**src/rtl/simd_alu_params.svh**
```systemverilog
/*
 * Packed-SIMD ALU sizing
 * Word, byte-lane and lane-count definitions shared by the package and the RTL
 */

`ifndef SIMD_ALU_PARAMS_SVH
`define SIMD_ALU_PARAMS_SVH

// Data word width
`define SIMD_XLEN 32

// Width of one byte lane, the smallest SIMD element
`define SIMD_LANE_BITS 8

// Byte lanes per word
`define SIMD_LANES 4

`endif

```
**src/rtl/simd_alu_pkg.sv**
```systemverilog
/*
 * Packed-SIMD ALU types
 * Opcodes, lane widths, request/response and decoded control structures
 */

`include "simd_alu_params.svh"

package simd_alu_pkg;

  typedef enum logic [4:0] {
    OP_ADD, OP_SUB,
    OP_KADD, OP_KSUB, OP_UKADD, OP_UKSUB,
    OP_RADD, OP_RSUB, OP_URADD, OP_URSUB,
    OP_CMPEQ, OP_SCMPLT, OP_UCMPLT,
    OP_SMIN, OP_SMAX, OP_UMIN, OP_UMAX
  } simd_op_e;

  typedef enum logic [1:0] {
    W8, W16, W32
  } lane_width_e;

  typedef enum logic [1:0] {
    RES_SUM, RES_CMP, RES_MINMAX
  } result_sel_e;

  typedef struct packed {
    simd_op_e                 op;
    lane_width_e              width;
    logic [`SIMD_XLEN-1:0]    operand_a;
    logic [`SIMD_XLEN-1:0]    operand_b;
  } simd_req_t;

  // Datapath steering, one bit per function
  typedef struct packed {
    logic        sub;
    logic        signed_ops;
    logic        saturate;
    logic        halve;
    result_sel_e result_sel;
    logic        cmp_less;
    logic        pick_max;
  } simd_ctrl_t;

  typedef struct packed {
    logic [`SIMD_XLEN-1:0] result;
    logic                  ov;
  } simd_rsp_t;

  // Per byte: 8 sum bits plus carry out, or the lane extension bit on a lane top
  typedef logic [`SIMD_LANES-1:0][`SIMD_LANE_BITS:0] lane_sum_t;

endpackage

```
**src/rtl/simd_op_decode.sv**
```systemverilog
/*
 * SIMD opcode decoder
 * Maps each opcode onto the datapath controls
 */

`timescale 1ns/1ps

module simd_op_decode import simd_alu_pkg::*; (
  input  simd_op_e   op_i,
  output simd_ctrl_t ctrl_o
);

  ////////////////////////////////////////////////////////////
  // Arithmetic controls
  ////////////////////////////////////////////////////////////

  // Comparisons and min/max all work on the difference a - b
  assign ctrl_o.sub = op_i inside {
    OP_SUB, OP_KSUB, OP_UKSUB, OP_RSUB, OP_URSUB,
    OP_CMPEQ, OP_SCMPLT, OP_UCMPLT,
    OP_SMIN, OP_SMAX, OP_UMIN, OP_UMAX
  };

  assign ctrl_o.signed_ops = op_i inside {
    OP_KADD, OP_KSUB, OP_RADD, OP_RSUB,
    OP_SCMPLT, OP_SMIN, OP_SMAX
  };

  assign ctrl_o.saturate = op_i inside {OP_KADD, OP_KSUB, OP_UKADD, OP_UKSUB};

  assign ctrl_o.halve = op_i inside {OP_RADD, OP_RSUB, OP_URADD, OP_URSUB};

  ////////////////////////////////////////////////////////////
  // Compare and result class
  ////////////////////////////////////////////////////////////

  // Less-than mask instead of equality mask
  assign ctrl_o.cmp_less = op_i inside {OP_SCMPLT, OP_UCMPLT};

  assign ctrl_o.pick_max = op_i inside {OP_SMAX, OP_UMAX};

  always_comb begin
    case (op_i)
      OP_CMPEQ, OP_SCMPLT, OP_UCMPLT: begin
        ctrl_o.result_sel = RES_CMP;
      end
      OP_SMIN, OP_SMAX, OP_UMIN, OP_UMAX: begin
        ctrl_o.result_sel = RES_MINMAX;
      end
      default: begin
        ctrl_o.result_sel = RES_SUM;
      end
    endcase
  end

endmodule

```
**src/rtl/simd_lane_adder.sv**
```systemverilog
/*
 * Lane-split adder
 * Four byte adders whose carries are chained or cut by lane width
 */

`timescale 1ns/1ps

`include "simd_alu_params.svh"

module simd_lane_adder import simd_alu_pkg::*; (
  input  logic [`SIMD_XLEN-1:0] operand_a_i,
  input  logic [`SIMD_XLEN-1:0] operand_b_i,
  input  lane_width_e           width_i,
  input  simd_ctrl_t            ctrl_i,
  output lane_sum_t             sums_o,
  output logic [`SIMD_XLEN-1:0] sum_o
);

  ////////////////////////////////////////////////////////////
  // Lane boundaries
  ////////////////////////////////////////////////////////////

  // Bytes that open a lane take the subtract carry-in,
  // bytes that close a lane get the sign/zero extension bit
  logic [`SIMD_LANES-1:0] lane_start;
  logic [`SIMD_LANES-1:0] lane_top;

  always_comb begin
    case (width_i)
      W8: begin
        lane_start = 4'b1111;
        lane_top   = 4'b1111;
      end
      W16: begin
        lane_start = 4'b0101;
        lane_top   = 4'b1010;
      end
      default: begin
        lane_start = 4'b0001;
        lane_top   = 4'b1000;
      end
    endcase
  end

  ////////////////////////////////////////////////////////////
  // Byte adders
  ////////////////////////////////////////////////////////////

  for (genvar b = 0; b < `SIMD_LANES; b++) begin : gen_byte
    logic [`SIMD_LANE_BITS-1:0] a_in;
    logic [`SIMD_LANE_BITS-1:0] b_in;
    logic                       ext_a;
    logic                       ext_b;
    logic                       carry_prev;
    logic                       carry_in;
    logic [`SIMD_LANE_BITS:0]   byte_sum;

    assign a_in = operand_a_i[b*`SIMD_LANE_BITS +: `SIMD_LANE_BITS];
    assign b_in = operand_b_i[b*`SIMD_LANE_BITS +: `SIMD_LANE_BITS] ^
                  {`SIMD_LANE_BITS{ctrl_i.sub}};

    // Extension bit on lane tops, inverted along with B for subtraction
    assign ext_a = lane_top[b] & ctrl_i.signed_ops & a_in[`SIMD_LANE_BITS-1];
    assign ext_b = lane_top[b] &
                   ((ctrl_i.signed_ops & operand_b_i[(b+1)*`SIMD_LANE_BITS-1]) ^ ctrl_i.sub);

    if (b == 0) begin : gen_first
      assign carry_prev = 1'b0;
    end else begin : gen_chain
      assign carry_prev = gen_byte[b-1].byte_sum[`SIMD_LANE_BITS];
    end

    assign carry_in = lane_start[b] ? ctrl_i.sub : carry_prev;

    assign byte_sum = {ext_a, a_in} + {ext_b, b_in} + {{`SIMD_LANE_BITS{1'b0}}, carry_in};

    assign sums_o[b] = byte_sum;
    assign sum_o[b*`SIMD_LANE_BITS +: `SIMD_LANE_BITS] = byte_sum[`SIMD_LANE_BITS-1:0];
  end

endmodule

```
**src/rtl/simd_saturate.sv**
```systemverilog
/*
 * SIMD saturation and halving
 * Clamps lanes that left their range, or halves the extended lane sums
 */

`timescale 1ns/1ps

`include "simd_alu_params.svh"

module simd_saturate import simd_alu_pkg::*; (
  input  lane_sum_t             sums_i,
  input  lane_width_e           width_i,
  input  simd_ctrl_t            ctrl_i,
  output logic [`SIMD_XLEN-1:0] result_o,
  output logic                  ov_o
);

  logic [`SIMD_LANES-1:0][1:0]                    top_idx;
  logic [`SIMD_LANES-1:0][`SIMD_LANE_BITS:0]      top_sum;
  logic [`SIMD_LANES-1:0]                         is_top;
  logic [`SIMD_LANES-1:0]                         lane_ovf;
  logic [`SIMD_LANES-1:0]                         lsb_vec;
  logic [`SIMD_LANES-1:0]                         above_lsb;
  logic [`SIMD_LANES-1:0][`SIMD_LANE_BITS-1:0]    limit;
  logic [`SIMD_XLEN-1:0]                          wrapped;
  logic [`SIMD_XLEN-1:0]                          clamped;
  logic [`SIMD_XLEN-1:0]                          halved;

  ////////////////////////////////////////////////////////////
  // Range check per lane
  ////////////////////////////////////////////////////////////

  always_comb begin
    for (int b = 0; b < `SIMD_LANES; b++) begin
      // Byte holding the top of this byte's lane
      case (width_i)
        W8:      top_idx[b] = 2'(b);
        W16:     top_idx[b] = 2'(b | 1);
        default: top_idx[b] = 2'(`SIMD_LANES - 1);
      endcase
      top_sum[b] = sums_i[top_idx[b]];
      is_top[b]  = (top_idx[b] == 2'(b));

      // Signed: bits 8 and 7 disagree; unsigned: bit 8 is carry or borrow
      lane_ovf[b] = ctrl_i.signed_ops ?
                    (top_sum[b][`SIMD_LANE_BITS] ^ top_sum[b][`SIMD_LANE_BITS-1]) :
                    top_sum[b][`SIMD_LANE_BITS];

      // Signed limit follows the error side, unsigned clamps to 0 or all ones
      if (ctrl_i.signed_ops) begin
        if (is_top[b]) begin
          limit[b] = {top_sum[b][`SIMD_LANE_BITS],
                      {(`SIMD_LANE_BITS-1){~top_sum[b][`SIMD_LANE_BITS]}}};
        end else begin
          limit[b] = {`SIMD_LANE_BITS{~top_sum[b][`SIMD_LANE_BITS]}};
        end
      end else begin
        limit[b] = {`SIMD_LANE_BITS{~ctrl_i.sub}};
      end

      wrapped[b*`SIMD_LANE_BITS +: `SIMD_LANE_BITS] = sums_i[b][`SIMD_LANE_BITS-1:0];
      clamped[b*`SIMD_LANE_BITS +: `SIMD_LANE_BITS] =
        lane_ovf[b] ? limit[b] : sums_i[b][`SIMD_LANE_BITS-1:0];
      lsb_vec[b] = sums_i[b][0];
    end
  end

  ////////////////////////////////////////////////////////////
  // Halving
  ////////////////////////////////////////////////////////////

  // Bit shifted into a byte's MSB comes from the next byte up inside a lane
  assign above_lsb = lsb_vec >> 1;

  always_comb begin
    for (int b = 0; b < `SIMD_LANES; b++) begin
      halved[b*`SIMD_LANE_BITS +: `SIMD_LANE_BITS] = {
        is_top[b] ? sums_i[b][`SIMD_LANE_BITS] : above_lsb[b],
        sums_i[b][`SIMD_LANE_BITS-1:1]
      };
    end
  end

  assign result_o = ctrl_i.saturate ? clamped : (ctrl_i.halve ? halved : wrapped);
  assign ov_o     = ctrl_i.saturate & (|lane_ovf);

endmodule

```
**src/rtl/simd_compare.sv**
```systemverilog
/*
 * SIMD lane comparison
 * Equality and less-than masks, and per-lane min/max selection
 */

`timescale 1ns/1ps

`include "simd_alu_params.svh"

module simd_compare import simd_alu_pkg::*; (
  input  logic [`SIMD_XLEN-1:0] operand_a_i,
  input  logic [`SIMD_XLEN-1:0] operand_b_i,
  input  lane_sum_t             sums_i,
  input  lane_width_e           width_i,
  input  simd_ctrl_t            ctrl_i,
  output logic [`SIMD_XLEN-1:0] cmp_o,
  output logic [`SIMD_XLEN-1:0] minmax_o
);

  logic [`SIMD_LANES-1:0] byte_eq;
  logic [`SIMD_LANES-1:0] byte_lt;
  logic [`SIMD_LANES-1:0] lane_eq;
  logic [`SIMD_LANES-1:0] lane_lt;
  logic [`SIMD_LANES-1:0] lane_flag;
  logic [`SIMD_LANES-1:0] a_sign;
  logic [`SIMD_LANES-1:0] b_sign;

  // Per-byte flags from the difference a - b
  always_comb begin
    for (int b = 0; b < `SIMD_LANES; b++) begin
      a_sign[b]  = operand_a_i[(b+1)*`SIMD_LANE_BITS-1];
      b_sign[b]  = operand_b_i[(b+1)*`SIMD_LANE_BITS-1];
      byte_eq[b] = (sums_i[b][`SIMD_LANE_BITS-1:0] == '0);
      // Same signs: difference sign decides; else the operand signs do
      if (a_sign[b] == b_sign[b]) begin
        byte_lt[b] = sums_i[b][`SIMD_LANE_BITS-1];
      end else begin
        byte_lt[b] = ctrl_i.signed_ops ? a_sign[b] : b_sign[b];
      end
    end
  end

  // Merge bytes into lanes, less-than is taken at the lane top
  always_comb begin
    case (width_i)
      W8: begin
        lane_eq = byte_eq;
        lane_lt = byte_lt;
      end
      W16: begin
        lane_eq = {{2{&byte_eq[3:2]}}, {2{&byte_eq[1:0]}}};
        lane_lt = {{2{byte_lt[3]}}, {2{byte_lt[1]}}};
      end
      default: begin
        lane_eq = {`SIMD_LANES{&byte_eq}};
        lane_lt = {`SIMD_LANES{byte_lt[3]}};
      end
    endcase
  end

  assign lane_flag = ctrl_i.cmp_less ? lane_lt : lane_eq;

  always_comb begin
    for (int b = 0; b < `SIMD_LANES; b++) begin
      cmp_o[b*`SIMD_LANE_BITS +: `SIMD_LANE_BITS] = {`SIMD_LANE_BITS{lane_flag[b]}};
      // Min keeps A when a < b, max keeps B
      minmax_o[b*`SIMD_LANE_BITS +: `SIMD_LANE_BITS] = (lane_lt[b] ^ ctrl_i.pick_max) ?
        operand_a_i[b*`SIMD_LANE_BITS +: `SIMD_LANE_BITS] :
        operand_b_i[b*`SIMD_LANE_BITS +: `SIMD_LANE_BITS];
    end
  end

endmodule

```
**src/rtl/simd_alu_top.sv**
```systemverilog
/*
 * Packed-SIMD arithmetic unit
 * Request register, datapath and result register in a two-stage pipeline
 */

`timescale 1ns/1ps

`include "simd_alu_params.svh"

module simd_alu_top import simd_alu_pkg::*; (
  input  logic      clk_i,
  input  logic      rst_n_i,
  input  logic      in_valid_i,
  input  simd_req_t req_i,
  output logic      out_valid_o,
  output simd_rsp_t rsp_o
);

  logic                  req_valid_q;
  simd_req_t             req_q;
  simd_ctrl_t            ctrl;
  lane_sum_t             sums;
  logic [`SIMD_XLEN-1:0] sum_wrapped;
  logic [`SIMD_XLEN-1:0] sat_result;
  logic                  sat_ov;
  logic [`SIMD_XLEN-1:0] cmp_result;
  logic [`SIMD_XLEN-1:0] minmax_result;
  simd_rsp_t             rsp_d;

  ////////////////////////////////////////////////////////////
  // Stage 1 request register
  ////////////////////////////////////////////////////////////

  always_ff @(posedge clk_i or negedge rst_n_i) begin
    if (!rst_n_i) begin
      req_valid_q <= 1'b0;
    end else begin
      req_valid_q <= in_valid_i;
    end
  end

  always_ff @(posedge clk_i) begin
    if (in_valid_i) begin
      req_q <= req_i;
    end
  end

  ////////////////////////////////////////////////////////////
  // Datapath
  ////////////////////////////////////////////////////////////

  simd_op_decode u_decode (
    .op_i   (req_q.op),
    .ctrl_o (ctrl)
  );

  simd_lane_adder u_adder (
    .operand_a_i (req_q.operand_a),
    .operand_b_i (req_q.operand_b),
    .width_i     (req_q.width),
    .ctrl_i      (ctrl),
    .sums_o      (sums),
    .sum_o       (sum_wrapped)
  );

  simd_saturate u_saturate (
    .sums_i   (sums),
    .width_i  (req_q.width),
    .ctrl_i   (ctrl),
    .result_o (sat_result),
    .ov_o     (sat_ov)
  );

  simd_compare u_compare (
    .operand_a_i (req_q.operand_a),
    .operand_b_i (req_q.operand_b),
    .sums_i      (sums),
    .width_i     (req_q.width),
    .ctrl_i      (ctrl),
    .cmp_o       (cmp_result),
    .minmax_o    (minmax_result)
  );

  // Select the result class, ov only kept for saturating sums
  always_comb begin
    rsp_d = '0;
    case (ctrl.result_sel)
      RES_CMP:    rsp_d.result = cmp_result;
      RES_MINMAX: rsp_d.result = minmax_result;
      default: begin
        rsp_d.result = (ctrl.saturate | ctrl.halve) ? sat_result : sum_wrapped;
        rsp_d.ov     = ctrl.saturate & sat_ov;
      end
    endcase
  end

  ////////////////////////////////////////////////////////////
  // Stage 2 result register
  ////////////////////////////////////////////////////////////

  // Response reads zero between results
  always_ff @(posedge clk_i or negedge rst_n_i) begin
    if (!rst_n_i) begin
      out_valid_o <= 1'b0;
      rsp_o       <= '0;
    end else begin
      out_valid_o <= req_valid_q;
      if (req_valid_q) begin
        rsp_o <= rsp_d;
      end else begin
        rsp_o <= '0;
      end
    end
  end

endmodule

```
**config.mk**
```make
export PLATFORM = sky130hd
export DESIGN_NAME = simd_alu_top
export DESIGN_NICKNAME = d
export VERILOG_FILES = /design/src/rtl/simd_alu_pkg.sv /design/src/rtl/simd_op_decode.sv /design/src/rtl/simd_lane_adder.sv /design/src/rtl/simd_saturate.sv /design/src/rtl/simd_compare.sv /design/src/rtl/simd_alu_top.sv
export VERILOG_INCLUDE_DIRS = /design/src /design/src/rtl
export SDC_FILE = /design/constraint.sdc
export NUM_CORES = 1
export LEC_CHECK = 0
export BUFFER_PORTS_ARGS = -buffer_cell sky130_fd_sc_hd__buf_2
export CAP_MARGIN = 20
export CORE_MARGIN = 10
export CORE_UTILIZATION = 58
export DETAILED_ROUTE_END_ITERATION = 10
export PLACE_DENSITY = 0.88
export SLEW_MARGIN = 30
export SYNTH_ARGS = -nofsm -noshare
export SYNTH_HDL_FRONTEND = slang
export SYNTH_HIERARCHICAL = 1
export SYNTH_SLANG_ARGS = --single-unit
export TNS_END_PERCENT = 20
```
**constraint.sdc**
```tcl
create_clock -name clk_i -period 11 [get_ports clk_i]
set_input_delay 0.55 -clock clk_i [delete_from_list [all_inputs] [get_ports clk_i]]
set_output_delay 0.55 -clock clk_i [all_outputs]
set_load 0.03 [all_outputs]
```
==> run_results.csv, run 1 <==
group,metric,value,unit
cts,tritoncts_num_sinks,106,
layout,final_area,9780,um2
grt,grt_max_degree,99,
die,die_w,147,um
logic_synthesis,yosys_warnings,6,
drt,drc_errors,0,
logic_synthesis,async_sr_flop_fraction,0.330,
sta,slew_headroom,0.322,
sta,final_cycle_share,0.910,
status,outcome,"completed",
pwr,peakVddDrop,0.000101,V
setup_path,critPathLaunch,"req_q[68]",
placed_design,numPortBuffers,107,
die,placeableCoreArea,15900,um2
cts,root_buffer,"clkbuf_16",
pwr,power_report.internal_total,1060,uW
logic_synthesis,syn-cell-area,9430,um2
setup_path,worstPathMaxFanout,18,
setup_path,critical_path.endpoint_type,"flop",
logic_synthesis,synth_common_cells,"72 x nand2_1, 71 x edfxtp_1, 61 x buf_4",
die,row_count,46,
logic_synthesis,ys_seq_area_frac,0.319,
logic_synthesis,ys_dominant_reg_cell,"edfxtp_1",
placed_design,post-place-ws,1.17,ns
setup_path,cp_slowest_cell,"a22oi_1",
sta,grt_setup_unrepaired,"false",
cts,worst_skew_pair_latency,0.37,ns
cts,cts_resized,0,
pwr,p_leak,0.00395,uW
setup_path,number_of_cells_on_the_critical_path,37,
sta,period_needed,10.01,ns
grt,first_pass_grt_wire_length,37300,um
layout,antenna_cells,0,
layout,drive_gt1_frac,0.190,
placed_design,dpl-instance-area,9480,um2
drt,post_drt_via_cell_ratio,6.51,
cts,cts_tree,"done",
setup_path,crit_arrival,10.27,ns
drt,detailedRoute.firstPassIterationCount,6,
logic_synthesis,mappedNetlistNets,1109,
sta,achievable-frequency,99.9,MHz
setup_path,reg2regPathDepth,37,
sta,worst_slew_pin_slew,1.02,ns
sta,hold_violations,0,
pwr,powerDensity,188,nW/um2
logic_synthesis,synth.most_common_cell,"nand2_1",
cts,cts.htree.levels,3,
drt,first_iter_violations,850,
hold_path,min_path_type,"primary input to asynchronous set/reset pin",
pwr,share_seq_of_total_power,0.285,
layout,synthToLayoutAreaGrowth,3.73,%
sta,worst_slack,0.986,ns
cts,cts_inserted_buffers,9,
die,floorplan.initialDensity,0.593,
cts,ctsLongestPathBuffers,2,
grt,first_global_vias,7545,
drt,drtAntennaViolNets,0,
sta,skew,0.00839,ns
logic_synthesis,post_synth_main_area_contributors,"edfxtp_1 23%, dfrtp_1 9.3%, buf_4 4.9%",
placed_design,place_hpwl,15900,um
logic_synthesis,mean_syn_cell_area,9.45,um2
drt,route.detailed.wl_per_inst,18.8,um
die,die_area,21800,um2
setup_path,cp.required,11.25,ns
setup_path,critPathLaunchType,"flop",
drt,vias,7908,
pwr,p_clk_frac,0.179,
grt,grt_antenna_before_repair,0,
pwr,totalPowerFinal,1840,uW
logic_synthesis,synth_cells,998,
setup_path,largest_delay_share_family_worst_path,"compound AO/OA/AOI/OAI gates",
setup_path,buf_inv_stages_crit_path,2,
cts,number_of_buffers_added_for_setup_after_cts,0,
drt,drt_wl_total,22800,um
die,ioPinCount,108,
cts,path_clk_slew,0.07,ns
logic_synthesis,synth_area_leader_cell,"edfxtp_1",
cts,postCtsHoldBufs,0,
placed_design,finalWeightedCongestion,0.925,
logic_synthesis,synth_enable_flop_cells,71,
run,maxCapViolations,0,
pwr,fraction_of_power_spent_switching_nets,0.427,
sta,setup-tns-final,0,ns
sta,finalMaxSlewViolations,0,
setup_path,timing.setup.critical_path_class,"flop to flop",
pwr,comb_power_share,0.536,
grt,grt_usage,0.206,
die,chipHeight,147,um
layout,final_net_count,1104,
layout,post-route-util,0.616,
sta,setup-violations-final,0,
setup_path,critical_path.max_stage_delay,0.67,ns
logic_synthesis,synth_largest_type_area_fraction,0.226,
setup_path,timing.rr.start,"req_q[68]",
grt,grt_overflow_total,0,
logic_synthesis,ys_ff_latch,106,
logic_synthesis,post_synth_num_cell_types,89,
pwr,switching_power,786,uW
==> layout make-up <==
cell class              instances  area [um2]
fillers                      1344        6110
multi-input cells             705        5390
flip-flops and latches        106        3010
repair buffers                117         611
well taps                     216         270
clock buffers                  10         229
inverters                      54         203
clock inverters                 6        67.6
==> logic make-up (layout without fill, tap and decap cells) <==
family | Yosys count | in the layout | share of synthesized area
AO/OA/AOI/OAI | 306 | 306 | 0.248
AND/OR/NAND/NOR | 250 | 250 | 0.149
buffers and inverters | 187 | 187 | 0.116
flip-flops | 106 | 106 | 0.319
XOR/XNOR | 72 | 72 | 0.0689
multiplexers | 40 | 40 | 0.0446
adder cells (fa/ha/maj) | 37 | 37 | 0.0547
==> cells in the final DEF (no fill, tap or decap), types with 6 or more instances in the layout <==
cell,n
a21oi_1,34
o21ai_0,36
o211ai_1,12
o311ai_1,14
a22o_1,7
mux2_1,8
clkbuf_16,9
dfrtp_1,35
mux2i_1,24
a221oi_1,32
xor2_1,44
buf_2,107
nor2_1,38
nand3_1,11
a211oi_1,6
a211o_1,8
fa_1,7
inv_1,52
nor2b_1,12
nand2_1,72
o21a_1,6
a22oi_1,15
ha_1,28
a311o_1,9
nand2b_1,31
mux2_2,8
a21o_1,6
buf_4,10
xnor2_1,26
o21ai_1,25
a2111oi_0,8
edfxtp_1,71
a311oi_1,42
nor3_1,12
nand4_1,7
or3b_1,32
==> registers in the layout, indices dropped and copies added (netlist names) <==
signal	cells
req_q	71
rsp_o	33
out_valid_o	1
req_valid_q	1
==> final timing paths <==
check | to | slack [ns]
min reg2reg | out_valid_o | 0.41
min | rsp_o[27] | 0.28
max in group asynchronous | rsp_o[12] | 10.17
max | rsp_o[10] | 0.99
min in group clk_i | req_q[49] | 0.35
max reg2reg | rsp_o[10] | 0.99
==> layer usage <==
metal | wire [um] | vias up | track usage
li1 | - | 3690 | -
met3 | 1670 | 63 | 0.0409
met5 | 0 | - | 0
met1 | 9500 | 3754 | 0.257
met2 | 10900 | 401 | 0.334
met4 | 673 | 0 | 0.0976
==> per-stage QoR <==
stage,cells,hold slack [ns]
6_report,1214,0.282
3_5_place_dp,1198,0.398
2_1_floorplan,998,0.254
3_3_place_gp,1198,0.375
5_1_grt,1214,0.341
4_1_cts,1214,0.303
==> worst reg2reg max path: cells and delay by family (launching register included) <==
kind | cells | cell delay [ns]
buf+inv | 2 | 0.16
compound gates | 20 | 4.31
simple gates | 6 | 1.66
fa+ha+maj | 6 | 2.62
xor+xnor | 1 | 0.26
mux | 2 | 0.37
flops | 1 | 0.54
==> power by group through the flow <==
stage | registers (uW) | logic [uW] | clock network, uW
2_1_floorplan | 584 | 792 | 0
3_3_place_gp | 532 | 936 | 0
3_5_place_dp | 533 | 965 | 0
4_1_cts | 525 | 969 | 335
5_1_grt | 530 | 1080 | 352
6_report | 525 | 987 | 329
Note: power is estimated with default switching activity, not from simulation.
==> run 2, diff against run 1 <==
--- a/config.mk
+++ b/config.mk
@@ -8,7 +8,6 @@
 export LEC_CHECK = 0
 export BUFFER_PORTS_ARGS = -buffer_cell sky130_fd_sc_hd__buf_2
 export CAP_MARGIN = 20
-export CORE_MARGIN = 10
 export CORE_UTILIZATION = 58
 export DETAILED_ROUTE_END_ITERATION = 10
 export PLACE_DENSITY = 0.88
==> run 2 against run 1 <==
  * Largest power group unchanged
  * Via count is 1.5% lower
  * Cell count is 0.16% higher
  * Sequential share of layout area is 0.071 points lower
  * Worst setup slack worse by 0.11 ns
  * Cell area is 0.23% higher
  * Register-to-register slack worse by 0.11 ns
==> run_results.csv, run 2 (same netlist as run 1, synthesis figures left out) <==
group,metric,value,unit
status,outcome,"completed",
setup_path,timing.rr.start,"req_q[68]",
layout,synthToLayoutAreaGrowth,3.97,%
cts,postCtsHoldBufs,0,
drt,detailedRoute.firstPassIterationCount,8,
sta,skew,0.0106,ns
setup_path,reg2regPathDepth,39,
setup_path,crit_arrival,10.39,ns
cts,root_buffer,"clkbuf_16",
sta,hold_violations,0,
die,row_count,46,
setup_path,worstPathMaxFanout,21,
placed_design,finalWeightedCongestion,0.925,
sta,setup-tns-final,0,ns
sta,achievable-frequency,98.7,MHz
pwr,p_leak,0.00397,uW
placed_design,place_hpwl,14800,um
layout,antenna_cells,0,
pwr,totalPowerFinal,1860,uW
grt,grt_antenna_before_repair,0,
drt,vias,7786,
grt,grt_max_degree,99,
setup_path,cp_slowest_cell,"a22oi_1",
setup_path,cp.required,11.26,ns
drt,first_iter_violations,878,
sta,final_cycle_share,0.921,
cts,tritoncts_num_sinks,106,
die,die_w,129,um
cts,number_of_buffers_added_for_setup_after_cts,0,
run,maxCapViolations,0,
drt,drt_wl_total,22000,um
grt,first_global_vias,7141,
cts,cts.htree.levels,3,
layout,largest_register_ffs,71,
setup_path,reg2reg_to,"rsp_o[4]",
setup_path,critical_path.max_stage_delay,0.71,ns
placed_design,numPortBuffers,107,
grt,first_pass_grt_wire_length,35400,um
pwr,powerDensity,190,nW/um2
layout,post-route-util,0.617,
drt,drtAntennaViolNets,0,
setup_path,critPathLaunch,"req_q[68]",
drt,route.detailed.wl_per_inst,18.1,um
drt,post_drt_via_cell_ratio,6.40,
layout,final_net_count,1106,
layout,layout.area.seq,3010,um2
sta,setup-violations-final,0,
die,ioPinCount,108,
cts,path_clk_slew,0.07,ns
cts,cts_tree,"done",
layout,multi_input_comb_area,5370,um2
drt,drc_errors,0,
setup_path,critPathLaunchType,"flop",
layout,registers.top_by_ff_count,"req_q",
sta,finalMaxSlewViolations,0,
hold_path,min_path_type,"primary input to asynchronous set/reset pin",
die,floorplan.initialDensity,0.593,
sta,period_needed,10.13,ns
sta,worst_slack,0.872,ns
setup_path,timing.setup.critical_path_class,"flop to flop",
die,die_area,16800,um2
setup_path,worst_reg2reg_setup_slack,0.87,ns
placed_design,dp.cells,1200,
layout,layoutNonFillerInstCount,1216,
pwr,peakVddDrop,0.0000934,V
die,placeableCoreArea,15900,um2
layout,layout.cells.most_common_list,"107 x buf_2, 72 x nand2_1, 71 x edfxtp_1, 52 x inv_1, 44 x xor2_1",
sta,slew_headroom,0.273,
die,chipHeight,129,um
sta,grt_setup_unrepaired,"false",
grt,grt_overflow_total,0,
cts,cts_resized,0,
layout,mostFrequentLayoutCell,"buf_2",
cts,cts_inserted_buffers,9,
cts,ctsLongestPathBuffers,2,
layout,n_fill_cell,1362,
grt,grt_usage,0.269,
layout,drive_gt1_frac,0.190,
sta,worst_slew_pin_slew,1.08,ns
setup_path,critical_path.endpoint_type,"flop",
layout,largestRegisters,"req_q (71), rsp_o (33)",
placed_design,post-place-ws,1.06,ns
cts,worst_skew_pair_latency,0.37,ns
run 2: worst max-delay path by stage:
stage	endpoint	slack, ns	cells after the start
after global routing	rsp_o[7]	0.25	39
final	rsp_o[4]	0.87	39
after floorplan	rsp_o[10]	1.95	41
after global placement	rsp_o[3]	1.45	39
after detailed placement	rsp_o[4]	1.06	39
after CTS	rsp_o[4]	0.99	39
run 2: critical path: cells and delay by family, from the launching register on:
family / cells / cell delay (ns)
flops: 1 / 0.52
xor+xnor: 2 / 0.65
fa+ha+maj: 6 / 2.55
simple gates: 5 / 1.02
buf+inv: 4 / 0.59
mux: 1 / 0.10
compound gates: 21 / 4.56
run 2: report_power, final:
group	switching [uW]	internal [uW]	total, uW
sequential	39.6	484	523
clock	155	202	357
combinational	590	392	982
total	784	1080	1860
run 2: metal layers:
metal  GRT usage  part of all wire
met5           0                 0
met1       0.348              0.42
met4       0.135             0.032
met3      0.0405             0.071
met2       0.441              0.48
run 2: final cells by class:
type / instances / share of cell area
sequential: 106 / 0.307
tap: 216 / 0.0276
clock inverter: 6 / 0.00970
clock buffer: 10 / 0.0234
multi-input combinational: 705 / 0.548
timing repair buffer: 119 / 0.0638
inverter: 54 / 0.0207
run 2: per-stage QoR:
step	hold slack (ns)	instance area [um2]
detailed placement	0.402	9480
floorplan	0.254	9430
finish	0.281	9800
CTS	0.306	9800
global placement	0.377	9480
global route	0.346	9800
